--- config.mk ---
export PLATFORM = sky130hd
export DESIGN_NAME = pixel_fetch
export DESIGN_NICKNAME = d
export VERILOG_FILES = /design/src/source/avr_bus_pkg.sv /design/src/source/video_pkg.sv /design/src/source/pixel_fetch.sv
export SDC_FILE = /design/constraint.sdc
export NUM_CORES = 1
export LEC_CHECK = 0
export BUFFER_PORTS_ARGS = -buffer_cell sky130_fd_sc_hd__buf_2
export CAP_MARGIN = 20
export CELL_PAD_IN_SITES_DETAIL_PLACEMENT = 1
export CELL_PAD_IN_SITES_GLOBAL_PLACEMENT = 1
export CORE_MARGIN = 5
export CORE_UTILIZATION = 30
export DETAILED_ROUTE_END_ITERATION = 6
export PLACE_DENSITY_LB_ADDON = 0.1
export SLEW_MARGIN = 10
export SYNTH_ARGS = -nofsm -noshare
export SYNTH_HDL_FRONTEND = slang
export SYNTH_SLANG_ARGS = --single-unit
--- constraint.sdc ---
create_clock -name clk -period 2.3 [get_ports clk]
set_input_delay 0.115 -clock clk [delete_from_list [all_inputs] [get_ports clk]]
set_output_delay 0.115 -clock clk [all_outputs]
set_load 0.1 [all_outputs]
--- src/source/avr_bus_pkg.sv ---
// AVR host bus widths, host address map and control register offsets
`default_nettype none

package avr_bus_pkg;

  // Host side of the multiplexed bus
  localparam int mpu_addr_width = 16;
  localparam int mpu_data_width = 8;
  localparam int ah_width       = 8;

  // Internal bus and video RAM
  localparam int word_width      = 16;
  localparam int vram_addr_width = 13;

  // Byte addresses with this bit set land in VRAM
  // Bits 13..1 then give the word index
  localparam int vram_map_bit = 15;

  // Register word offsets below 'h8000
  // Anything else in that range reads zero and drops writes
  localparam int reg_ctrl_word  = 0;
  localparam int reg_frame_word = 1;

endpackage

`default_nettype wire

--- src/source/video_pkg.sv ---
// Video colour depth, RGB565 pixel word layout and expansion widths
`default_nettype none

package video_pkg;

  // 6 bits per channel on the VGA pins
  localparam int rgb_depth  = 18;
  localparam int chan_width = 6;

  // RGB565 field widths as stored in VRAM
  localparam int red_width   = 5;
  localparam int green_width = 6;
  localparam int blue_width  = 5;

  typedef struct packed {
    logic [red_width-1:0]   r;
    logic [green_width-1:0] g;
    logic [blue_width-1:0]  b;
  } rgb565_t;

  typedef struct packed {
    logic [7:0] hi;
    logic [7:0] lo;
  } byte_pair_t;

  // Same 16-bit word, seen as colour by the scan side
  // and as two bytes by the RAM's byte enables
  typedef union packed {
    rgb565_t    rgb;
    byte_pair_t bytes;
  } pixel_word_t;

endpackage

`default_nettype wire

--- src/source/pixel_fetch.sv ---
// Scan address generation, RGB565 expansion, blanking and sync alignment
`timescale 1ns/1ns
`default_nettype none

module pixel_fetch import avr_bus_pkg::*, video_pkg::*; #(
  parameter int h_active = 8
) (
  input  logic                       clk,
  input  logic                       rst,
  input  logic                       pix_en,
  input  logic                       active,
  input  logic                       hsync_in,
  input  logic                       vsync_in,
  input  logic                       display_en,
  input  logic [vram_addr_width-1:0] x,
  input  logic [vram_addr_width-1:0] y,
  output logic                       fetch_req,
  output logic [vram_addr_width-1:0] fetch_addr,
  input  pixel_word_t                fetch_data,
  output logic [rgb_depth-1:0]       rgb,
  output logic                       hsync,
  output logic                       vsync
);

  localparam logic [vram_addr_width-1:0] line_words = vram_addr_width'(h_active);

  logic                  pix_en_d;
  logic                  hs_d;
  logic                  vs_d;
  logic                  show_d;
  logic [chan_width-1:0] r6;
  logic [chan_width-1:0] g6;
  logic [chan_width-1:0] b6;

  // One word per pixel, row major
  assign fetch_req  = pix_en && active;
  assign fetch_addr = y * line_words + x;

  // 5-bit channels repeat their top bit into the new LSB
  assign r6 = {fetch_data.rgb.r, fetch_data.rgb.r[red_width-1]};
  assign g6 = fetch_data.rgb.g;
  assign b6 = {fetch_data.rgb.b, fetch_data.rgb.b[blue_width-1]};

  //////////////////////////////////////////////////
  // Two stage output pipe
  //////////////////////////////////////////////////
  // Stage 1 on pix_en samples syncs with the request,
  // stage 2 one clock later meets the RAM data
  always_ff @(posedge clk) begin
    if (rst) begin
      pix_en_d <= 1'b0;
      hs_d     <= 1'b1;
      vs_d     <= 1'b1;
      show_d   <= 1'b0;
      hsync    <= 1'b1;
      vsync    <= 1'b1;
      rgb      <= '0;
    end else begin
      pix_en_d <= pix_en;
      if (pix_en) begin
        hs_d   <= hsync_in;
        vs_d   <= vsync_in;
        show_d <= active && display_en;
      end
      if (pix_en_d) begin
        hsync <= hs_d;
        vsync <= vs_d;
        // Blank outside active video or when disabled
        rgb   <= show_d ? {r6, g6, b6} : '0;
      end
    end
  end

endmodule

`default_nettype wire

Word-level counts from Yosys, hierarchy flattened --
Index checks and enable logic that the tools add are counted.
Storage, ports and cells: bits in registers 24, latch bits 0, RAM bits 0, ROM bits 0, bits of input ports 49, output and inout bits 34, word-level logic and storage cells 11, memories kept 0
Cells by class: $add $sub $neg 1, multipliers 0, div/mod/pow operators 0, magnitude comparators 0, eq/ne operators 0, shift-type cells 0, mux-type cells 1, bitwise operators 0, reduce and logical (&&, ||, !) cells 2
Operators with widths (number):
- $mux W18 | 1
- $add A13 B13 Y13 | 1
- $logic_and A1 B1 Y1 | 2

Longest topological paths before layout --
depth in word-level cells 1, gate-level depth with buffers 7, gate-level depth less buffers 7

Worst setup path before layout --
No wires, ideal clock.
kind input to output, start point input y[0], end point output fetch_addr[11], arrival time 2.681 ns, required time 2.185 ns, path slack -0.496 ns, stages on the path 7, path buffers 0, cell sequence ha_1 > inv_1 > fa_1 > nand2b_1 > a21oi_1 > a221oi_2 > xnor2_1
Between the ends: cells in the longest elaborated chain, start to end 1
RTL lines:
- start, declared | line pixel_fetch.sv:16 | input logic [vram_addr_width-1:0] y,
- $add A13 B13 Y13 | line pixel_fetch.sv:37 | assign fetch_addr = y * line_words + x;
- end, declared | line pixel_fetch.sv:18 | output logic [vram_addr_width-1:0] fetch_addr,
Every way passes these cells.

Final worst setup path --
start point input y[0], end point output fetch_addr[9]
Same word-level chain as after synthesis.

==> results.py <==
metrics = {
    "run_status": {
        "outcome": "finished, final reports clean",
    },
    "routing": {
        "drt-total-wl_um": 3626,
        "first_iter_violations": 31,
        "num_vias": 1245,
        "drt-vias-per-instance": 4.734,
        "drc": 0,
        "ant_nets": 0,
        "wl_per_cell_um": 13.79,
        "dr.pass1.iters": 4,
    },
    "floorplan": {
        "ios": 83,
        "die_area_mm2": 0.005446,
        "die_w_um": 73.80,
        "core-area_mm2": 0.003971,
        "start_util_pct": 30.75,
        "placementRows": 23,
        "die_h_um": 73.80,
    },
    "timing": {
        "max_freq_mhz": 483.9,
        "maxSlewHeadroom_pct": 61.21,
        "skew_ns": 0.001659,
        "fin_crit_ns": 2.067,
        "maxSlewViolCount": 0,
        "setup-violations-final": 0,
        "finalWorstSetupSlack_ns": 0.2333,
        "grt_setup_unrepaired": "false",
        "tightest_slew_ns": 0.5818,
        "hold_viol_final": 0,
        "fin_crit_sh_pct": 89.86,
    },
    "synthesis": {
        "avgSynthCellArea_um2": 8.364,
        "ys_seq_elements": 22,
        "syn_inst": 146,
        "netlist_area_mm2": 0.001221,
        "yosysSeqAreaShare_pct": 36.07,
        "synth.distinct_cells": 24,
        "syn_nets": 205,
        "synth_warnings": 0,
    },
    "worst_setup_path": {
        "cp_cell_sequence": "buf_2, ha_1, inv_1, fa_1, nand2b_1, a21oi_1, nor2_1, xnor2_2, buf_2",
        "crit_path_end_kind": "primary output",
        "path_buf_inv": 3,
        "rr_worst_depth": 3,
        "cp_max_fo": 2,
        "r2r_slack_ns": 1.15,
        "crit-reg2reg-launch": "pix_en_d",
        "cp.required_ns": 2.18,
        "critical_path.max_stage_delay_ns": 0.44,
        "critPathKind": "input pin to primary output",
        "critPathLaunchType": "input pin",
        "critical-path-top-delay-family": "buffers and inverters",
        "cp-startpoint": "y[0]",
        "crit_path_top_delay_cell": "buf_2",
        "arrival_ns": 1.95,
        "reg2reg_to": "rgb[3]",
        "cp_common_cell": "buf_2",
    },
    "min_path": {
        "min_from": "vsync_in",
        "min_path_cells": 2,
        "hold_path_end": "vs_d",
        "hold_path_class": "input pin to register",
    },
    "clocking": {
        "clockBufferDepth": 2,
        "cts_tree": "yes",
        "htree_levels": 1,
        "insertion_delay_ns": 0.25,
        "cts_resized": 0,
        "cts.sinks": 22,
        "cts_buffers": 3,
        "hold_buffers": 0,
        "path_clk_slew_ns": 0.07,
        "post_cts_buffers": 0,
        "clockRootBuffer": "clkbuf_8",
    },
    "placed_design": {
        "dpl.hpwl_um": 3067,
        "pre_cts_ws_ns": 0.2123,
        "port-buffer-count": 73,
        "globalplace.congestion": 0.8049,
        "placed_area_mm2": 0.001648,
    },
    "final_layout": {
        "layout_common_cells": "buf_2, dfxtp_1, a21oi_1, nor2b_1, nor2_1",
        "nNetsFinal": 273,
        "final_area_mm2": 0.001703,
        "drive_above_1_share_pct": 39.44,
        "areaGrowthSynthToFinish_pct": 39.45,
        "diodes": 0,
        "final_common_cell": "buf_2",
    },
    "global_routing": {
        "gr-total-overflow": 0,
        "grt_pass1_vias": 1276,
        "antenna_found_initial": 0,
        "grt_first_pass_wirelength_um": 5671,
        "grt_max_degree": 23,
        "grt_util_all_layers_pct": 13.26,
    },
    "power_and_ir_drop": {
        "vdd_drop_max_mv": 0.3718,
        "leakagePower_nw": 0.8752,
        "powerDensity_mw_per_mm2": 713.8,
    },
    "job": {
        "drv_cap": 0,
    },
}
[worst max path at each step]
stage,endpoint,slack (ns),cells after the start
after floorplan,fetch_addr[7],-0.36,7
after global placement,fetch_addr[9],0.33,9
after detailed placement,fetch_addr[9],0.21,9
after CTS,fetch_addr[9],0.21,9
after global routing,fetch_addr[9],0.11,9
final,fetch_addr[9],0.23,9
[layout make-up]
class,instances,area [µm²]
Clock buffer,4,55.05
Fill cell,515,2268
Inverter,6,22.52
Multi-Input combinational cell,107,734.5
Sequential cell,22,440.4
Tap cell,50,62.56
Timing Repair Buffer,74,387.9
[logic make-up (layout without fill, tap and decap cells)]
kind of cell	count (synthesis)	in the layout	share of synthesized area [%]
simple gates	54	54	22.44
compound gates	34	34	17.31
flops	22	22	36.07
buf+inv	17	84	6.864
fa+ha+maj	10	10	10.86
xor+xnor	9	9	6.455
[worst reg2reg max path: cells and delay by family, from the launching register on]
family	cells	cell delay, ns
compound gates	1	0.15
flops	1	0.33
simple gates	2	0.60
[power by group]
group | switching (W) | internal [W]
clock network | 0.000116 | 0.000152
logic | 0.000417 | 0.000137
registers | 0.00000367 | 0.000389
total | 0.000537 | 0.000679
[flip-flops by register name (all words and copies together) (netlist names)]
name	cells
hs_d	1
hsync	1
pix_en_d	1
rgb	16
show_d	1
vs_d	1
vsync	1
[synth_stat cells]
| library cell | count | share of area (%) |
|---|---|---|
| buf_2 | 1 | 0.41 |
| nor2b_1 | 21 | 11 |
| inv_1 | 6 | 1.8 |
| fa_1 | 1 | 1.6 |
| nand3_1 | 5 | 2.0 |
| a211o_1 | 4 | 2.9 |
| dfxtp_1 | 22 | 36 |
| buf_4 | 5 | 3.1 |
| a21o_1 | 2 | 1.2 |
| o21ai_0 | 1 | 0.41 |
| o211ai_1 | 2 | 1.2 |
| nand2b_1 | 2 | 1.0 |
| a221oi_2 | 1 | 1.2 |
| o221ai_1 | 1 | 0.72 |
| xor2_1 | 2 | 1.4 |
| nor2_1 | 20 | 6.1 |
| and2_1 | 3 | 1.5 |
| a21oi_1 | 21 | 8.6 |
| clkbuf_1 | 4 | 1.2 |
| nand2_1 | 3 | 0.92 |
| xnor2_1 | 7 | 5.0 |
| ha_1 | 9 | 9.2 |
| a31oi_1 | 2 | 1.0 |
| buf_1 | 1 | 0.31 |
[layer usage]
| layer | global-route usage, % | vias to the layer above | routed length (µm) |
|---|---|---|---|
| met1 | 13.89 | 575 | 1294 |
| li1 | - | 615 | - |
| met5 | 0 | - | 0 |
| met2 | 24.90 | 47 | 1920 |
| met3 | 3.830 | 8 | 343 |
| met4 | 4.427 | 0 | 68 |
[per-stage QoR]
step           util (%)  setup TNS [ns]  hold slack (ns)  total power [W]  cells
2_1_floorplan         -         -0.4475           0.1866        0.0008687    146
3_3_place_gp      41.49               0           0.2312        0.0009505    259
3_5_place_dp      41.49               0           0.2312        0.0009614    259
4_1_cts           42.88               0          0.05782         0.001234    263
5_1_grt           42.88               0          0.05011         0.001272    263
6_report          42.88               0          0.06178         0.001216    263
Power figures use the tool's default switching activity.
