### config.mk
export PLATFORM = sky130hd
export DESIGN_NAME = vram_arbiter_flat
export DESIGN_NICKNAME = d
export VERILOG_FILES = /design/src/source/avr_bus_pkg.sv /design/src/source/video_pkg.sv /design/src/source/vram_bus_if.sv /design/src/source/vram_arbiter.sv /design/src/flat_wrapper.sv
export SDC_FILE = /design/constraint.sdc
export NUM_CORES = 1
export LEC_CHECK = 0
export ABC_AREA = 1
export BUFFER_PORTS_ARGS = -buffer_cell sky130_fd_sc_hd__buf_2
export CAP_MARGIN = 5
export CELL_PAD_IN_SITES_DETAIL_PLACEMENT = 0
export CELL_PAD_IN_SITES_GLOBAL_PLACEMENT = 1
export CORE_ASPECT_RATIO = 0.5
export CORE_MARGIN = 4
export CORE_UTILIZATION = 34
export DETAILED_ROUTE_END_ITERATION = 16
export PLACE_DENSITY_LB_ADDON = 0.08
export SKIP_LAST_GASP = 1
export SLEW_MARGIN = 15
export SYNTH_ARGS = -nofsm -noshare
export SYNTH_HDL_FRONTEND = slang
export SYNTH_SLANG_ARGS = --single-unit
### constraint.sdc
create_clock -name clk -period 4.8 [get_ports clk]
set_input_delay 0 -clock clk [delete_from_list [all_inputs] [get_ports clk]]
set_output_delay 0 -clock clk [all_outputs]
set_load 0.1 [all_outputs]
### src/source/avr_bus_pkg.sv
// AVR host bus widths, host address map and control register offsets
`default_nettype none

package avr_bus_pkg;

  // Host side of the multiplexed bus
  localparam int mpu_addr_width = 16;
  localparam int mpu_data_width = 8;
  localparam int ah_width       = 8;

  // Internal bus and video RAM
  localparam int word_width      = 16;
  localparam int vram_addr_width = 13;

  // Byte addresses with this bit set land in VRAM
  // Bits 13..1 then give the word index
  localparam int vram_map_bit = 15;

  // Register word offsets below 'h8000
  // Anything else in that range reads zero and drops writes
  localparam int reg_ctrl_word  = 0;
  localparam int reg_frame_word = 1;

endpackage

`default_nettype wire

### src/source/video_pkg.sv
// Video colour depth, RGB565 pixel word layout and expansion widths
`default_nettype none

package video_pkg;

  // 6 bits per channel on the VGA pins
  localparam int rgb_depth  = 18;
  localparam int chan_width = 6;

  // RGB565 field widths as stored in VRAM
  localparam int red_width   = 5;
  localparam int green_width = 6;
  localparam int blue_width  = 5;

  typedef struct packed {
    logic [red_width-1:0]   r;
    logic [green_width-1:0] g;
    logic [blue_width-1:0]  b;
  } rgb565_t;

  typedef struct packed {
    logic [7:0] hi;
    logic [7:0] lo;
  } byte_pair_t;

  // Same 16-bit word, seen as colour by the scan side
  // and as two bytes by the RAM's byte enables
  typedef union packed {
    rgb565_t    rgb;
    byte_pair_t bytes;
  } pixel_word_t;

endpackage

`default_nettype wire

### src/source/vram_bus_if.sv
// One VRAM-style access port: request pulse, byte enables, data and ack
`timescale 1ns/1ns
`default_nettype none

interface vram_bus_if import avr_bus_pkg::*, video_pkg::*; ();

  // One-cycle access pulse with its type
  logic                       en;
  logic                       rd;
  logic                       wr;
  logic [1:0]                 be;
  logic [vram_addr_width-1:0] addr;
  pixel_word_t                wdata;

  // Answer side, rdata valid with ack
  pixel_word_t                rdata;
  logic                       ack;

  modport master (output en, rd, wr, be, addr, wdata, input rdata, ack);
  modport memory (input en, rd, wr, be, addr, wdata, output rdata, ack);

endinterface

`default_nettype wire

### src/source/vram_arbiter.sv
// Shares the single VRAM port between scan fetch and host accesses
`timescale 1ns/1ns
`default_nettype none

module vram_arbiter import avr_bus_pkg::*, video_pkg::*; (
  input  logic                       clk,
  input  logic                       rst,
  input  logic                       fetch_req,
  input  logic [vram_addr_width-1:0] fetch_addr,
  output pixel_word_t                fetch_data,
  vram_bus_if.memory                 host,
  vram_bus_if.master                 ram
);

  typedef enum logic [1:0] {idle, host_wait, host_issue, host_done} state_t;

  state_t                     state;
  logic                       pend_rd;
  logic                       pend_wr;
  logic [1:0]                 pend_be;
  logic [vram_addr_width-1:0] pend_addr;
  pixel_word_t                pend_wdata;
  pixel_word_t                host_rdata;
  logic                       issue_now;
  logic                       issue_pend;

  // Host goes straight through if the slot is free,
  // otherwise it waits one pixel slot at most
  assign issue_now  = (state == idle) && host.en && !fetch_req;
  assign issue_pend = (state == host_wait) && !fetch_req;

  //////////////////////////////////////////////////
  // RAM port mux, fetch first
  //////////////////////////////////////////////////
  always_comb begin
    ram.en    = fetch_req || issue_now || issue_pend;
    ram.rd    = 1'b1;
    ram.wr    = 1'b0;
    ram.be    = 2'b11;
    ram.addr  = fetch_addr;
    ram.wdata = pend_wdata;
    if (issue_now) begin
      ram.rd    = host.rd;
      ram.wr    = host.wr;
      ram.be    = host.be;
      ram.addr  = host.addr;
      ram.wdata = host.wdata;
    end else if (issue_pend) begin
      ram.rd    = pend_rd;
      ram.wr    = pend_wr;
      ram.be    = pend_be;
      ram.addr  = pend_addr;
    end
  end

  always_ff @(posedge clk) begin
    if (rst) begin
      state <= idle;
    end else begin
      case (state)
        idle:       if (host.en) state <= fetch_req ? host_wait : host_issue;
        host_wait:  if (!fetch_req) state <= host_issue;
        host_issue: state <= host_done;
        host_done:  state <= idle;
      endcase
    end
  end

  // Pending request and returned word
  always_ff @(posedge clk) begin
    if (state == idle && host.en) begin
      pend_rd    <= host.rd;
      pend_wr    <= host.wr;
      pend_be    <= host.be;
      pend_addr  <= host.addr;
      pend_wdata <= host.wdata;
    end
    if (state == host_issue && ram.ack) begin
      host_rdata <= ram.rdata;
    end
  end

  assign host.ack   = (state == host_done);
  assign host.rdata = host_rdata;
  // Fetch data is whatever the RAM answered the cycle after pix_en
  assign fetch_data = ram.rdata;

endmodule

`default_nettype wire

### src/flat_wrapper.sv
// flat-port wrapper written by rule: the top's interface ports become plain ports
module vram_arbiter_flat import avr_bus_pkg::*, video_pkg::*;
  (clk, rst, fetch_req, fetch_addr, fetch_data, host_en, host_rd, host_wr, host_be, host_addr, host_wdata, host_rdata, host_ack, ram_en, ram_rd, ram_wr, ram_be, ram_addr, ram_wdata, ram_rdata, ram_ack);
  vram_bus_if host_i ();
  vram_bus_if ram_i ();
  input  logic clk;
  input  logic rst;
  input  logic fetch_req;
  input  logic [vram_addr_width-1:0] fetch_addr;
  output pixel_word_t fetch_data;
  input wire logic [$bits(host_i.en)-1:0] host_en;
  input wire logic [$bits(host_i.rd)-1:0] host_rd;
  input wire logic [$bits(host_i.wr)-1:0] host_wr;
  input wire logic [$bits(host_i.be)-1:0] host_be;
  input wire logic [$bits(host_i.addr)-1:0] host_addr;
  input wire logic [$bits(host_i.wdata)-1:0] host_wdata;
  output wire logic [$bits(host_i.rdata)-1:0] host_rdata;
  output wire logic [$bits(host_i.ack)-1:0] host_ack;
  output wire logic [$bits(ram_i.en)-1:0] ram_en;
  output wire logic [$bits(ram_i.rd)-1:0] ram_rd;
  output wire logic [$bits(ram_i.wr)-1:0] ram_wr;
  output wire logic [$bits(ram_i.be)-1:0] ram_be;
  output wire logic [$bits(ram_i.addr)-1:0] ram_addr;
  output wire logic [$bits(ram_i.wdata)-1:0] ram_wdata;
  input wire logic [$bits(ram_i.rdata)-1:0] ram_rdata;
  input wire logic [$bits(ram_i.ack)-1:0] ram_ack;
  assign host_i.en = host_en;
  assign host_i.rd = host_rd;
  assign host_i.wr = host_wr;
  assign host_i.be = host_be;
  assign host_i.addr = host_addr;
  assign host_i.wdata = host_wdata;
  assign host_rdata = host_i.rdata;
  assign host_ack = host_i.ack;
  assign ram_en = ram_i.en;
  assign ram_rd = ram_i.rd;
  assign ram_wr = ram_i.wr;
  assign ram_be = ram_i.be;
  assign ram_addr = ram_i.addr;
  assign ram_wdata = ram_i.wdata;
  assign ram_i.rdata = ram_rdata;
  assign ram_i.ack = ram_ack;
  vram_arbiter u_core (.clk(clk), .rst(rst), .fetch_req(fetch_req), .fetch_addr(fetch_addr), .fetch_data(fetch_data), .host(host_i), .ram(ram_i));
endmodule
### Yosys cells after proc, flatten, opt, wreduce, memory -nomap -nowiden

Index checks and enable logic that the tools add are counted.

| word-level totals | value |
|---|---|
| flip-flop bits (word level) | 51 |
| bits of input ports | 67 |
| output and inout bits | 67 |
| word-level logic and storage cells | 34 |

| operators by class | value |
|---|---|
| eq/ne operators | 5 |
| multiplexer cells | 13 |
| reduce and logical (&&, ||, !) cells | 9 |

Operators by type and width:

| cell | number |
|---|---|
| 2-to-1 mux 13 bit | 2 |
| 2-to-1 mux 16 bit | 1 |
| 2-to-1 mux 2 bit | 5 |
| one-hot mux 2 bit (4 select lines) | 1 |
| == test 2 bit (second input constant) | 2 |
| logical AND 1 bit | 4 |
| 2-to-1 mux 1 bit | 4 |
| inequality test 2 bit (second input constant) | 2 |
| == test 2 x 1 -> 1 bit (second input constant) | 1 |
| zero test 2 bit | 1 |
| logical OR 1 bit | 2 |
| AND reduction 2 bit | 1 |
| zero test 1 bit | 1 |

### Logic depth before layout (Yosys ltp)

| depth | value |
|---|---|
| depth after elaboration | 5 |
| depth in mapped cells | 9 |
| gate-level depth less buffers | 8 |

### Worst setup path before layout

No wires, ideal clock.

| timing | value |
|---|---|
| path type | reg2out |
| from | register u_core.state[0] |
| to | output ram_be[0] |
| arrival | 2.561 ns |
| required time | 4.800 ns |
| slack | 2.239 ns |
| stages on the path, launching flop included | 9 |
| path buffers | 1 |
| cells stage by stage | dfxtp_1 inv_1 ha_1 nand2_1 inv_2 nand2_4 buf_6 nor2_1 nor2_1 |

| on the way | value |
|---|---|
| longest elaborated chain between the ends | 4 |
| elaborated cells between the ends (all ways) | 7 |
| classes of those cells | 1 x eq/ne; 2 x mux; 4 x reduce/logical |

Ends and longest elaborated chain:

| element | line | text |
|---|---|---|
| start: declaration | vram_arbiter.sv:17 | `state_t state;` |
| start signal: assignment | vram_arbiter.sv:58 | `state <= idle;` |
| start signal: assignment | vram_arbiter.sv:61 | `idle: if (host.en) state <= fetch_req ? host_wait : host_issue;` |
| start signal: assignment | vram_arbiter.sv:62 | `host_wait: if (!fetch_req) state <= host_issue;` |
| == test 2 x 1 -> 1 bit or zero test 2 bit (tied branches) | vram_arbiter.sv:30, vram_arbiter.sv:29 |  |
| logical AND 1 bit (on tied branches) | vram_arbiter.sv:30, vram_arbiter.sv:29 |  |
| 2-to-1 mux 2 bit or logical AND 1 bit (tied branches) | vram_arbiter.sv:48, vram_arbiter.sv:29 |  |
| 2-to-1 mux 2 bit * | vram_arbiter.sv:42 | `if (issue_now) begin` |
| end: declaration | flat_wrapper.sv:22 | `output wire logic [$bits(ram_i.be)-1:0] ram_be;` |

Every way passes the cells marked *; elsewhere a longest branch is shown, timed or not.

### Worst setup path after layout

| timing | value |
|---|---|
| from | register u_core.state[1] |
| to | output ram_wdata[0] |

| on the way | value |
|---|---|
| longest elaborated chain between the ends | 4 |

Ends and longest elaborated chain:

| element | line | text |
|---|---|---|
| zero test 2 bit | vram_arbiter.sv:29 | `assign issue_now = (state == idle) && host.en && !fetch_req;` |
| logical AND 1 bit (2 in a row) | vram_arbiter.sv:29 |  |
| 2-to-1 mux 16 bit | vram_arbiter.sv:42 |  |
| end: declaration | flat_wrapper.sv:24 | `output wire logic [$bits(ram_i.wdata)-1:0] ram_wdata;` |

Every way passes these cells.

==> summary.md <==
| Metric | Value |
|---|---|
| DR iter-0 viols | 100 |
| Worst skew pair latency | 290 ps |
| Antenna Nets Post-Route | 0 |
| Routed vias/inst | 4.09 |
| DRT Pass-1 Iters | 4 |
| Layout area overhead | 49.2% |
| P_leak | 0.00188 µW |
| Critical path type | reg2out |
| Die H | 68.6 µm |
| Main combinational cell family by area after synthesis | simple AND/OR/NAND/NOR gates |
| GRT Total Usage | 0.153 |
| Via count | 2141 |
| Hold WC Path Type | in2reg |
| Slew HR | 0.512 |
| Clock buffer depth | 2 |
| RSZ-0062 raised after global routing | false |
| Pin count of the biggest net entering global routing | 35 |
| Worst Path Max Fanout | 34 |
| IO buf count | 133 |
| Synth Warn # | 0 |
| Synth unique cells | 15 |
| Crit path capture type | primary output |
| # rows | 21 |
| I/O pin count | 134 |
| Worst VDD drop | 0.000252 V |
| Synth Area in Compound Gates | 0.00200 |
| Seq/Total Area, Yosys | 0.605 |
| Adder-Cell Fraction of Synth Area | 0.0250 |
| Post-synth top area share | 0.589 |
| Setup-failing EPs final | 0 |
| Final wirelength | 6500 µm |
| Fin crit period | 3110 ps |
| CTS sink cnt | 51 |
| Startpoint types | flip-flop |
| Die area | 8870 µm² |
| Main synth FF type | edfxtp_1 |
| Initial Util | 0.362 |
| Drt wl/cell | 12.4 µm |
| Die width | 129 µm |
| TritonCTS Buffers | 5 |
| CORE AREA | 6910 µm² |
| Layout Nets | 502 |
| Tcrit/Tclk final | 0.647 |
| Yosys reg bits | 51 |
| Global-route wire length before repair | 10400 µm |
| Final hold violations | 0 |
| Mean area per synthesized cell | 9.46 µm² |
| Fraction of layout instances using a drive strength above 1 | 0.341 |
| GPL Wtd Cong | 0.718 |
| Mapped Nets | 336 |
| Most common cell in the netlist | nand2_1 |
| Max-cap violations | 0 |
| Area fraction in and, or, nand and nor cells after synthesis | 0.234 |
| Number of synthesized flops with an enable pin | 49 |
| CP Data Required Time | 4800 ps |
| TNS Setup | 0 ps |
| Clock root buffer | clkbuf_16 |
| Synth Instances | 264 |
| Clk_skew | 4.15 ps |
| Crit path DAT | 3110 ps |
| Vias in the first global route | 2266 |
| DP Wirelength | 4540 µm |
| Fill cells | 653 |
| Clock-pin slew on the worst setup and hold paths | 70 ps |
| Post-Synth XOR/XNOR Area | 0 |
| DRC viols | 0 |
| Pwr per Cell Area | 617 nW/µm² |
| Power Total | 2300 µW |
| Total gr overflow | 0 |
| Largest cells by area after synthesis | edfxtp_1 59%, nand2_1 17%, buf_4 5.4% |
| Max-slew violations | 0 |
| CTS HTree Levels | 2 |
| Initial antenna violation count | 0 |
| Worst slew pin tran | 731 ps |
| Synth Cell Area | 2500 µm² |
| Status | finished clean |
| Area leader, netlist | edfxtp_1 |
| Mux share of post-synthesis cell area | 0 |
| Fmax | 0.322 GHz |
| Post-synth ARST share | 0 |
| Antenna diode count | 0 |
| Top cells by count, synth | 113 x nand2_1, 49 x edfxtp_1, 33 x inv_1 |
| CTS tree | yes |
[critical path: stages, from the launching register on]
cell and delay, ps:
dfxtp_1 340, inv_1 120, ha_1 180, nand2_1 110, inv_2 560, nand2_4 380, inv_2 490, nand2_1 110
nand2_1 80, buf_2 420
[registers in the layout, indices dropped and copies added, names as in the netlist]
name	cells
u_core.pend_addr	13
u_core.state	2
u_core.pend_rd	1
u_core.pend_wdata	16
u_core.host.rdata	16
u_core.pend_wr	1
u_core.pend_be	2
[logic make-up (layout without fill, tap and decap cells)]
family	Yosys count	in the layout
AND/OR/NAND/NOR	146	146
buffers and inverters	61	228
flip-flops	51	51
adder cells (fa/ha/maj)	5	5
AO/OA/AOI/OAI	1	1
[cell type report]
type	instances	area, µm²	area share
tap	92	115	0.0309
sequential	51	1510	0.405
clock inverter	3	20.0	0.00537
multi-input combinational	152	652	0.175
timing repair buffer	183	1170	0.313
clock buffer	5	125	0.0336
inverter	37	139	0.0372
[metrics by stage]
stage / cells / utilization / setup slack [ps] / hold slack (ps) / instance area, µm²
3_5_place_dp: 465 / 0.446 / 1950 / 189 / 3080
3_3_place_gp: 465 / 0.446 / 2020 / 188 / 3080
5_1_grt: 523 / 0.540 / 1260 / 206 / 3730
2_1_floorplan: 264 / - / 2240 / 98.9 / 2500
6_report: 523 / 0.540 / 1690 / 156 / 3730
4_1_cts: 523 / 0.540 / 1600 / 155 / 3730
[path summary, 6_finish.rpt]
check                                startpoint                   end  slack [ps]  cells past startpoint
worst max-delay path            u_core.state[1]          ram_wdata[0]        1690                      9
worst min-delay path                  fetch_req       u_core.state[0]         160                      5
worst max register to register  u_core.state[1]  u_core.pend_wdata[3]        3100                      4
worst min register to register  u_core.state[0]       u_core.state[0]         630                      4
[per-layer routing]
layer | up-vias | global-route usage | share of wire
li1 | 1130 | - | -
met1 | 924 | 0.175 | 0.43
met2 | 78 | 0.274 | 0.47
met3 | 9 | 0.0569 | 0.094
met4 | 0 | 0.0419 | 0.012
met5 | - | 0 | 0
[report_power, final]
part	switching (µW)	leakage [µW]	total, µW	internal (µW)
Combinational	1120	0.00134	1310	200
Sequential	26.3	0.000475	633	607
Clock	160	0.0000674	353	192
[cells in the final DEF, fill, tap and decap left out, types with 2 or more instances in the layout]
cell type,count
inv_2,4
dfxtp_1,2
clkbuf_16,5
nand3_1,15
edfxtp_1,49
ha_1,5
dlygate4sd3_1,50
inv_1,33
nor2_1,15
buf_2,133
nand2_1,113
[repair_timing]
item,4_1_cts,5_1_grt
gates resized for setup,0,0
hold buffers,50,0
setup buffers,0,0
hold endpoints to repair,51,0
Note: power is estimated with default switching activity, not from simulation.
