$ cat config.mk
export PLATFORM = sky130hd
export DESIGN_NAME = mpu_bridge_flat
export DESIGN_NICKNAME = d
export VERILOG_FILES = /design/src/source/avr_bus_pkg.sv /design/src/source/video_pkg.sv /design/src/source/vram_bus_if.sv /design/src/source/mpu_bridge.sv /design/src/flat_wrapper.sv
export SDC_FILE = /design/constraint.sdc
export NUM_CORES = 1
export LEC_CHECK = 0
export BUFFER_PORTS_ARGS = -buffer_cell sky130_fd_sc_hd__buf_4
export CAP_MARGIN = 20
export CELL_PAD_IN_SITES_DETAIL_PLACEMENT = 0
export CELL_PAD_IN_SITES_GLOBAL_PLACEMENT = 1
export CORE_ASPECT_RATIO = 0.7
export CORE_MARGIN = 10
export CORE_UTILIZATION = 36
export CTS_CLUSTER_DIAMETER = 100
export CTS_CLUSTER_SIZE = 24
export DETAILED_ROUTE_END_ITERATION = 16
export PLACE_DENSITY = 0.77
export SLEW_MARGIN = 20
export SYNTH_ARGS = -nofsm -noshare
export SYNTH_HDL_FRONTEND = slang
export SYNTH_SLANG_ARGS = --single-unit
$ cat constraint.sdc
create_clock -name clk -period 2.2 [get_ports clk]
set_clock_uncertainty 0.1 [all_clocks]
set_input_delay 0.11 -clock clk [delete_from_list [all_inputs] [get_ports clk]]
set_output_delay 0.11 -clock clk [all_outputs]
set_load 0.01 [all_outputs]
$ cat src/source/avr_bus_pkg.sv
// AVR host bus widths, host address map and control register offsets
`default_nettype none

package avr_bus_pkg;

  // Host side of the multiplexed bus
  localparam int mpu_addr_width = 16;
  localparam int mpu_data_width = 8;
  localparam int ah_width       = 8;

  // Internal bus and video RAM
  localparam int word_width      = 16;
  localparam int vram_addr_width = 13;

  // Byte addresses with this bit set land in VRAM
  // Bits 13..1 then give the word index
  localparam int vram_map_bit = 15;

  // Register word offsets below 'h8000
  // Anything else in that range reads zero and drops writes
  localparam int reg_ctrl_word  = 0;
  localparam int reg_frame_word = 1;

endpackage

`default_nettype wire

$ cat src/source/video_pkg.sv
// Video colour depth, RGB565 pixel word layout and expansion widths
`default_nettype none

package video_pkg;

  // 6 bits per channel on the VGA pins
  localparam int rgb_depth  = 18;
  localparam int chan_width = 6;

  // RGB565 field widths as stored in VRAM
  localparam int red_width   = 5;
  localparam int green_width = 6;
  localparam int blue_width  = 5;

  typedef struct packed {
    logic [red_width-1:0]   r;
    logic [green_width-1:0] g;
    logic [blue_width-1:0]  b;
  } rgb565_t;

  typedef struct packed {
    logic [7:0] hi;
    logic [7:0] lo;
  } byte_pair_t;

  // Same 16-bit word, seen as colour by the scan side
  // and as two bytes by the RAM's byte enables
  typedef union packed {
    rgb565_t    rgb;
    byte_pair_t bytes;
  } pixel_word_t;

endpackage

`default_nettype wire

$ cat src/source/vram_bus_if.sv
// One VRAM-style access port: request pulse, byte enables, data and ack
`timescale 1ns/1ns
`default_nettype none

interface vram_bus_if import avr_bus_pkg::*, video_pkg::*; ();

  // One-cycle access pulse with its type
  logic                       en;
  logic                       rd;
  logic                       wr;
  logic [1:0]                 be;
  logic [vram_addr_width-1:0] addr;
  pixel_word_t                wdata;

  // Answer side, rdata valid with ack
  pixel_word_t                rdata;
  logic                       ack;

  modport master (output en, rd, wr, be, addr, wdata, input rdata, ack);
  modport memory (input en, rd, wr, be, addr, wdata, output rdata, ack);

endinterface

`default_nettype wire

$ cat src/source/mpu_bridge.sv
// AVR multiplexed bus to 16-bit access port bridge with control registers
`timescale 1ns/1ns
`default_nettype none

module mpu_bridge import avr_bus_pkg::*; (
  input  logic                      clk,
  input  logic                      rst,
  input  logic                      rd_n,
  input  logic                      wr_n,
  input  logic                      ale,
  input  logic [ah_width-1:0]       ah,
  input  logic [mpu_data_width-1:0] ad_in,
  output logic [mpu_data_width-1:0] ad_out,
  output logic                      ad_oe,
  input  logic                      frame_start,
  output logic                      display_en,
  vram_bus_if.master                host
);

  localparam logic [mpu_addr_width-2:0] ctrl_off  = (mpu_addr_width-1)'(reg_ctrl_word);
  localparam logic [mpu_addr_width-2:0] frame_off = (mpu_addr_width-1)'(reg_frame_word);

  logic [mpu_data_width-1:0] al;
  logic [mpu_addr_width-1:0] byte_addr;
  logic [mpu_addr_width-2:0] reg_word;
  logic                      rd_q;
  logic                      wr_q;
  logic                      start;
  logic                      is_vram;
  logic                      odd;
  logic [word_width-1:0]     ctrl_word;
  logic [word_width-1:0]     frame_cnt;
  logic [word_width-1:0]     reg_rdata;
  logic [word_width-1:0]     rd_word;

  //////////////////////////////////////////////////
  // Address latch and decode
  //////////////////////////////////////////////////

  // Low address follows AD while ale is high, held afterwards
  always_ff @(posedge clk) begin
    if (ale) begin
      al <= ad_in;
    end
  end

  assign byte_addr = {ah, al};
  assign odd       = byte_addr[0];
  assign is_vram   = byte_addr[vram_map_bit];
  // Word offset in register space
  assign reg_word  = byte_addr[mpu_addr_width-1:1];

  // Newly low strobe, and only one of the two low
  assign start = ((!rd_n && rd_q) || (!wr_n && wr_q)) && (rd_n ^ wr_n);

  //////////////////////////////////////////////////
  // VRAM requests
  //////////////////////////////////////////////////

  assign host.en    = start && is_vram;
  assign host.rd    = !rd_n;
  assign host.wr    = !wr_n;
  // Odd byte address is the high byte
  assign host.be    = odd ? 2'b10 : 2'b01;
  assign host.addr  = byte_addr[vram_addr_width:1];
  // Byte goes out on both halves, be picks the one written
  assign host.wdata = {ad_in, ad_in};

  //////////////////////////////////////////////////
  // Control word and frame counter
  //////////////////////////////////////////////////

  always_comb begin
    reg_rdata = '0;
    if (reg_word == ctrl_off) begin
      reg_rdata = ctrl_word;
    end else if (reg_word == frame_off) begin
      reg_rdata = frame_cnt;
    end
  end

  always_ff @(posedge clk) begin
    if (rst) begin
      rd_q      <= 1'b1;
      wr_q      <= 1'b1;
      ctrl_word <= '0;
      frame_cnt <= '0;
    end else begin
      rd_q <= rd_n;
      wr_q <= wr_n;
      if (frame_start) begin
        frame_cnt <= frame_cnt + 1'b1;
      end
      // Byte write into the control word, frame counter is read only
      if (start && !is_vram && !wr_n && reg_word == ctrl_off) begin
        if (odd) begin
          ctrl_word[word_width-1:mpu_data_width] <= ad_in;
        end else begin
          ctrl_word[mpu_data_width-1:0] <= ad_in;
        end
      end
    end
  end

  assign display_en = ctrl_word[0];

  //////////////////////////////////////////////////
  // Read word and AD output
  //////////////////////////////////////////////////

  // Register reads land next clock, VRAM reads on ack
  always_ff @(posedge clk) begin
    if (start && !is_vram && !rd_n) begin
      rd_word <= reg_rdata;
    end else if (host.ack && !rd_n) begin
      rd_word <= host.rdata;
    end
  end

  assign ad_out = odd ? rd_word[word_width-1:mpu_data_width] : rd_word[mpu_data_width-1:0];
  // Drive AD only during a clean read phase
  assign ad_oe  = !rd_n && wr_n && !ale;

endmodule

`default_nettype wire

$ cat src/flat_wrapper.sv
// flat-port wrapper written by rule: the top's interface ports become plain ports
module mpu_bridge_flat import avr_bus_pkg::*;
  (clk, rst, rd_n, wr_n, ale, ah, ad_in, ad_out, ad_oe, frame_start, display_en, host_en, host_rd, host_wr, host_be, host_addr, host_wdata, host_rdata, host_ack);
  vram_bus_if host_i ();
  input  logic clk;
  input  logic rst;
  input  logic rd_n;
  input  logic wr_n;
  input  logic ale;
  input  logic [ah_width-1:0] ah;
  input  logic [mpu_data_width-1:0] ad_in;
  output logic [mpu_data_width-1:0] ad_out;
  output logic ad_oe;
  input  logic frame_start;
  output logic display_en;
  output wire logic [$bits(host_i.en)-1:0] host_en;
  output wire logic [$bits(host_i.rd)-1:0] host_rd;
  output wire logic [$bits(host_i.wr)-1:0] host_wr;
  output wire logic [$bits(host_i.be)-1:0] host_be;
  output wire logic [$bits(host_i.addr)-1:0] host_addr;
  output wire logic [$bits(host_i.wdata)-1:0] host_wdata;
  input wire logic [$bits(host_i.rdata)-1:0] host_rdata;
  input wire logic [$bits(host_i.ack)-1:0] host_ack;
  assign host_en = host_i.en;
  assign host_rd = host_i.rd;
  assign host_wr = host_i.wr;
  assign host_be = host_i.be;
  assign host_addr = host_i.addr;
  assign host_wdata = host_i.wdata;
  assign host_i.rdata = host_rdata;
  assign host_i.ack = host_ack;
  mpu_bridge u_core (.clk(clk), .rst(rst), .rd_n(rd_n), .wr_n(wr_n), .ale(ale), .ah(ah), .ad_in(ad_in), .ad_out(ad_out), .ad_oe(ad_oe), .frame_start(frame_start), .display_en(display_en), .host(host_i));
endmodule
; Word-level counts from Yosys, hierarchy flattened
; Cells that the tools add are included.
[classes]
n_mul = 0
bitwise = 2
shift = 0
n_mux = 6
div = 0
n_reduce_logical = 20
magnitude_cmp = 0
n_eq_ne = 1
addsub = 1
[op_table]
columns = cell, n
row1 = $mux 16, 4
row2 = $add 16x1->16 const B, 1
row3 = $eq 15x1->1 const B, 1
row4 = $logic_not 15->1, 1
row5 = $logic_and 1x1->1, 11
row6 = $mux 8, 1
row7 = $logic_not 1->1, 4
row8 = $reduce_and 2->1, 2
row9 = $mux 2, 1
row10 = $reduce_bool 2->1, 1
row11 = $logic_or 1x1->1, 1
row12 = $not 1->1, 1
row13 = $xor 1x1->1, 1
[totals]
memories = 0
rom_bits = 0
regBits = 58
ram_bits = 0
wordCells = 37
latch_bits = 0
input_bits = 39
output_inout_bits = 44

; Depth between registers and ports, before layout
[depth]
depth_word = 8
depth_mapped = 8
mapped_depth_nobuf = 6

; Worst setup path after synthesis
; Ideal clock, no wire load.
[synth_path]
path_kind = input to register
from = in rd_n
to = reg u_core.rd_word[0] (enable)
t_arrival_ns = 1.682
cell_stages = 5
path_buffers = 0
setup_slack_ns = 0.024
cell_sequence = inv_1 ha_1 nor2_1 o21ai_0 a21oi_1
[synth_via]
elab_chain_cells = 7
[synth_lines]
columns = item, line_no
row1 = start: declaration, flat_wrapper.sv:7  ; input logic rd_n;
row2 = $logic_not 1->1, "mpu_bridge.sv:54, mpu_bridge.sv:113, mpu_bridge.sv:115"
row3 = $logic_and 1x1->1, mpu_bridge.sv:54  ; assign start = ((!rd_n && rd_q) || (!wr_n && wr_q)) && (rd_n ^ wr_n);
row4 = $logic_or 1x1->1, mpu_bridge.sv:54
row5 = $logic_and 1x1->1, mpu_bridge.sv:54
row6 = $logic_and 1x1->1 (2 in a row), mpu_bridge.sv:113  ; if (start && !is_vram && !rd_n) begin
row7 = $reduce_bool 2->1 (no line) *, -
row8 = end signal: assignment, mpu_bridge.sv:114  ; rd_word <= reg_rdata;
row9 = end signal: assignment, mpu_bridge.sv:116  ; rd_word <= host.rdata;
row10 = end: declaration, mpu_bridge.sv:34  ; logic [word_width-1:0] rd_word;
; Mark *: on every way between the ends. The rest lies on a longest branch, timed or not.
; A chain may end at the register's enable or synchronous reset.

; Worst setup path after layout
[layout_path]
from = in wr_n
to = reg u_core.rd_word[0] (data pin)
[layout_via]
elab_chain_cells = 7
[layout_lines]
columns = item, line_no
row1 = start: declaration, flat_wrapper.sv:8  ; input logic wr_n;
row2 = $logic_not 1->1, mpu_bridge.sv:54
row3 = $logic_and 1x1->1, mpu_bridge.sv:54
row4 = $logic_or 1x1->1, mpu_bridge.sv:54
row5 = $logic_and 1x1->1 *, mpu_bridge.sv:54
row6 = $logic_and 1x1->1 * (2 in a row), mpu_bridge.sv:113
row7 = $mux 16 *, mpu_bridge.sv:113
; Marked as above.

==> results.json <==
{
  "status": "finished, violations left",
  "failed_checks": "negative hold slack",
  "synth_area_mm2": 0.00296,
  "worst_slew_pin_slew_ns": 0.402,
  "path_max_fanout": 16,
  "grt_max_degree": 40,
  "hold_start": "host_rdata[0]",
  "cp_num_cells": 8,
  "p_per_area_mw_per_mm2": 708,
  "drt_iter0_drc": 130,
  "fin_area_mm2": 0.00401,
  "hp-class": "input pin to flip-flop",
  "synth.area.top_cells": "edfxtp_1 (24%), dfxtp_1 (23%), buf_4 (6.1%)",
  "min_path_cells": 3,
  "ys_types": 40,
  "placedCellCount": 442,
  "start_kind": "input pin",
  "hold_viol": 1,
  "cp_cell_sequence": "dlygate4sd3_1 -> buf_4 -> ha_1 -> nor2_2 -> o211ai_2 -> or2_0 -> buf_4 -> o21ai_0",
  "final_nets": 418,
  "dieWidth_um": 128,
  "dieArea_mm2": 0.0123,
  "place_congestion": 0.749,
  "hpwl_um": 6180,
  "cts_tree": "built",
  "core_area_mm2": 0.00794,
  "vias": 2456,
  "finalSetupViolCount": 0,
  "synthCells": 291,
  "initial_core_util": 0.373,
  "tns_ns": 0,
  "num_io_pins": 83,
  "layout.cells.non_filler": 483,
  "htreeDepth": 3,
  "fin_crit_sh": 0.916,
  "drv_slew": 0,
  "grt_pass1_vias": 2454,
  "crit_buf_inv": 3,
  "worst_path_most_repeated_cell": "buf_4",
  "max_slew_margin": 0.730,
  "rr_startpoint": "u_core.al[7]",
  "areaGrowthSynthToFinish_pct": 35.4,
  "post_synth.cell_area_avg_um2": 10.2,
  "first_pass_iters": 5,
  "ys_top_cells_by_count": "dfxtp_1 (34), nand4_1 (26), o21ai_0 (25), buf_4 (24), edfxtp_1 (24)",
  "rsz0062_at_grt": "no",
  "worstPathRequired_ns": 2.26,
  "maxCapViolCount": 0,
  "async_flop_share": 0,
  "setup.worst_path.start": "wr_n",
  "critical_path_class": "input pin to flip-flop",
  "vias_per_cell": 5.08,
  "cts_root_buffer": "clkbuf_16",
  "synth_edf_count": 24,
  "ir_worst_vdd_mv": 0.390,
  "critical_path.slowest_cell": "dlygate4sd3_1",
  "ys_ff_latch": 58,
  "portBuffers": 82,
  "yosys.area.top_type": "edfxtp_1",
  "synth_top_area_frac": 0.243,
  "cts_buffer_depth": 2,
  "drcViolationCount": 0,
  "r2r_cells": 5,
  "fmax_mhz": 496,
  "drtAntennaViolNets": 0,
  "arrival_ns": 2.07,
  "grt_pass1_wl_um": 13500,
  "fin_crit_ns": 2.02,
  "diodes": 0,
  "wl_um": 8390,
  "antenna_found_initial": 0,
  "postPlaceCellArea_mm2": 0.00347,
  "routedWlPerCell_um": 17.4,
  "clkSinkCount": 58,
  "ys_seq_area_frac": 0.473,
  "rows": 27,
  "drive_gt1_frac": 0.351,
  "synth_top_flop_cell": "dfxtp_1",
  "max_stage_delay_ns": 0.53,
  "num-fill-cells": 721,
  "cpLargestDelayFamily": "buffers and inverters",
  "die_h_um": 95.9,
  "insertion_delay_ns": 0.32,
  "synth.most_common_cell": "dfxtp_1",
  "synth_fp_nets": 332,
  "numCtsBuffers": 9,
  "finalCoreUtilization": 0.505,
  "grt-ovfl-total": 0,
  "whs_ns": -0.00312,
  "clk_pin_slew_ns": 0.05,
  "grtUsageTotal": 0.139,
  "end_kind": "flip-flop",
  "p_leak_nw": 1.61,
  "yosysWarnings": 0
}
[power breakdown]
part / leakage (nW) / internal (mW) / total, mW / switching, mW
clock: 0.138 / 0.826 / 1.29 / 0.463
sequential: 0.506 / 1.16 / 1.19 / 0.0235
combinational: 0.967 / 0.192 / 0.365 / 0.172
total: 1.61 / 2.18 / 2.84 / 0.659
[state kept, by name, summed over array words and instances (netlist names)]
| register | flops |
|---|---|
| u_core.frame_cnt | 16 |
| u_core.wr_q | 1 |
| u_core.rd_q | 1 |
| u_core.ctrl_word | 16 |
| u_core.rd_word | 16 |
| u_core.al | 8 |
[worst min-delay path: cells and delay by family]
family          cells  cell delay (ns)
buf+inv             1             0.08
compound gates      1             0.07
simple gates        1             0.04
[per-stage QoR]
stage | worst slack [ns] | power [mW] | hold slack, ns
6_report | 0.184 | 2.84 | -0.00312
5_1_grt | 0.0487 | 2.97 | 0.0206
4_1_cts | 0.0341 | 2.87 | 0.00252
3_5_place_dp | 0.193 | 1.54 | 0.237
3_3_place_gp | 0.235 | 1.53 | 0.227
2_1_floorplan | 0.0238 | 1.38 | 0.109
[per-layer routing]
metal  vias to the layer above  GRT usage  part of all wire
li1                       1210          -                 -
met1                      1160      0.184              0.46
met2                        80      0.211              0.45
met3                         6     0.0577             0.085
met4                         0     0.0262            0.0048
met5                         -          0                 0
[repair_timing]
action | in CTS | in global routing
setup endpoints to repair | 0 | 10
hold buffers | 25 | 0
gates resized for setup | 0 | 4
hold endpoints to repair | 45 | 0
buffers inserted | 0 | 0
[worst paths after layout]
path | to | slack [ns]
setup reg to reg | u_core.rd_word[0] | 0.32
hold reg to reg | u_core.ctrl_word[11] | 0.38
hold / removal | u_core.rd_word[0] | -0.003
setup / recovery | u_core.rd_word[0] | 0.18
[cell usage in the layout (no fill, tap or decap), types with 2 or more instances in the layout]
master	n
o21ai_1	2
clkbuf_16	10
xor2_1	7
nand2_1	19
dfxtp_1	34
mux2_2	11
dlygate4sd3_1	25
nand4_1	26
buf_4	89
and3_1	3
xnor2_1	2
inv_1	3
nor2b_1	6
o21ai_2	9
nand2b_1	2
o21ai_0	24
nor2_1	19
nor4_4	2
or2_2	2
ha_1	2
edfxtp_1	24
and4_1	2
clkbuf_1	2
a21oi_1	19
nand3_1	5
clkinv_2	2
mux2i_1	17
[final cells by class]
type,count,area [um2],area share
repair buffers,114,918,0.229
inverters,4,15.0,0.00374
flip-flops and latches,58,1400,0.349
well taps,101,126,0.0315
clock inverters,4,23.8,0.00593
clock buffers,12,258,0.0643
multi-input cells,190,1270,0.316
[kinds of logic (layout without fill, tap and decap cells)]
kind of cell,after synthesis,count (layout),share of synthesized area
flops,58,58,0.473
mux,28,28,0.0993
fa+ha+maj,2,2,0.00845
simple gates,93,93,0.173
buf+inv,43,134,0.103
compound gates,58,58,0.117
xor+xnor,9,9,0.0266
Note: power is estimated with default switching activity, not from simulation.
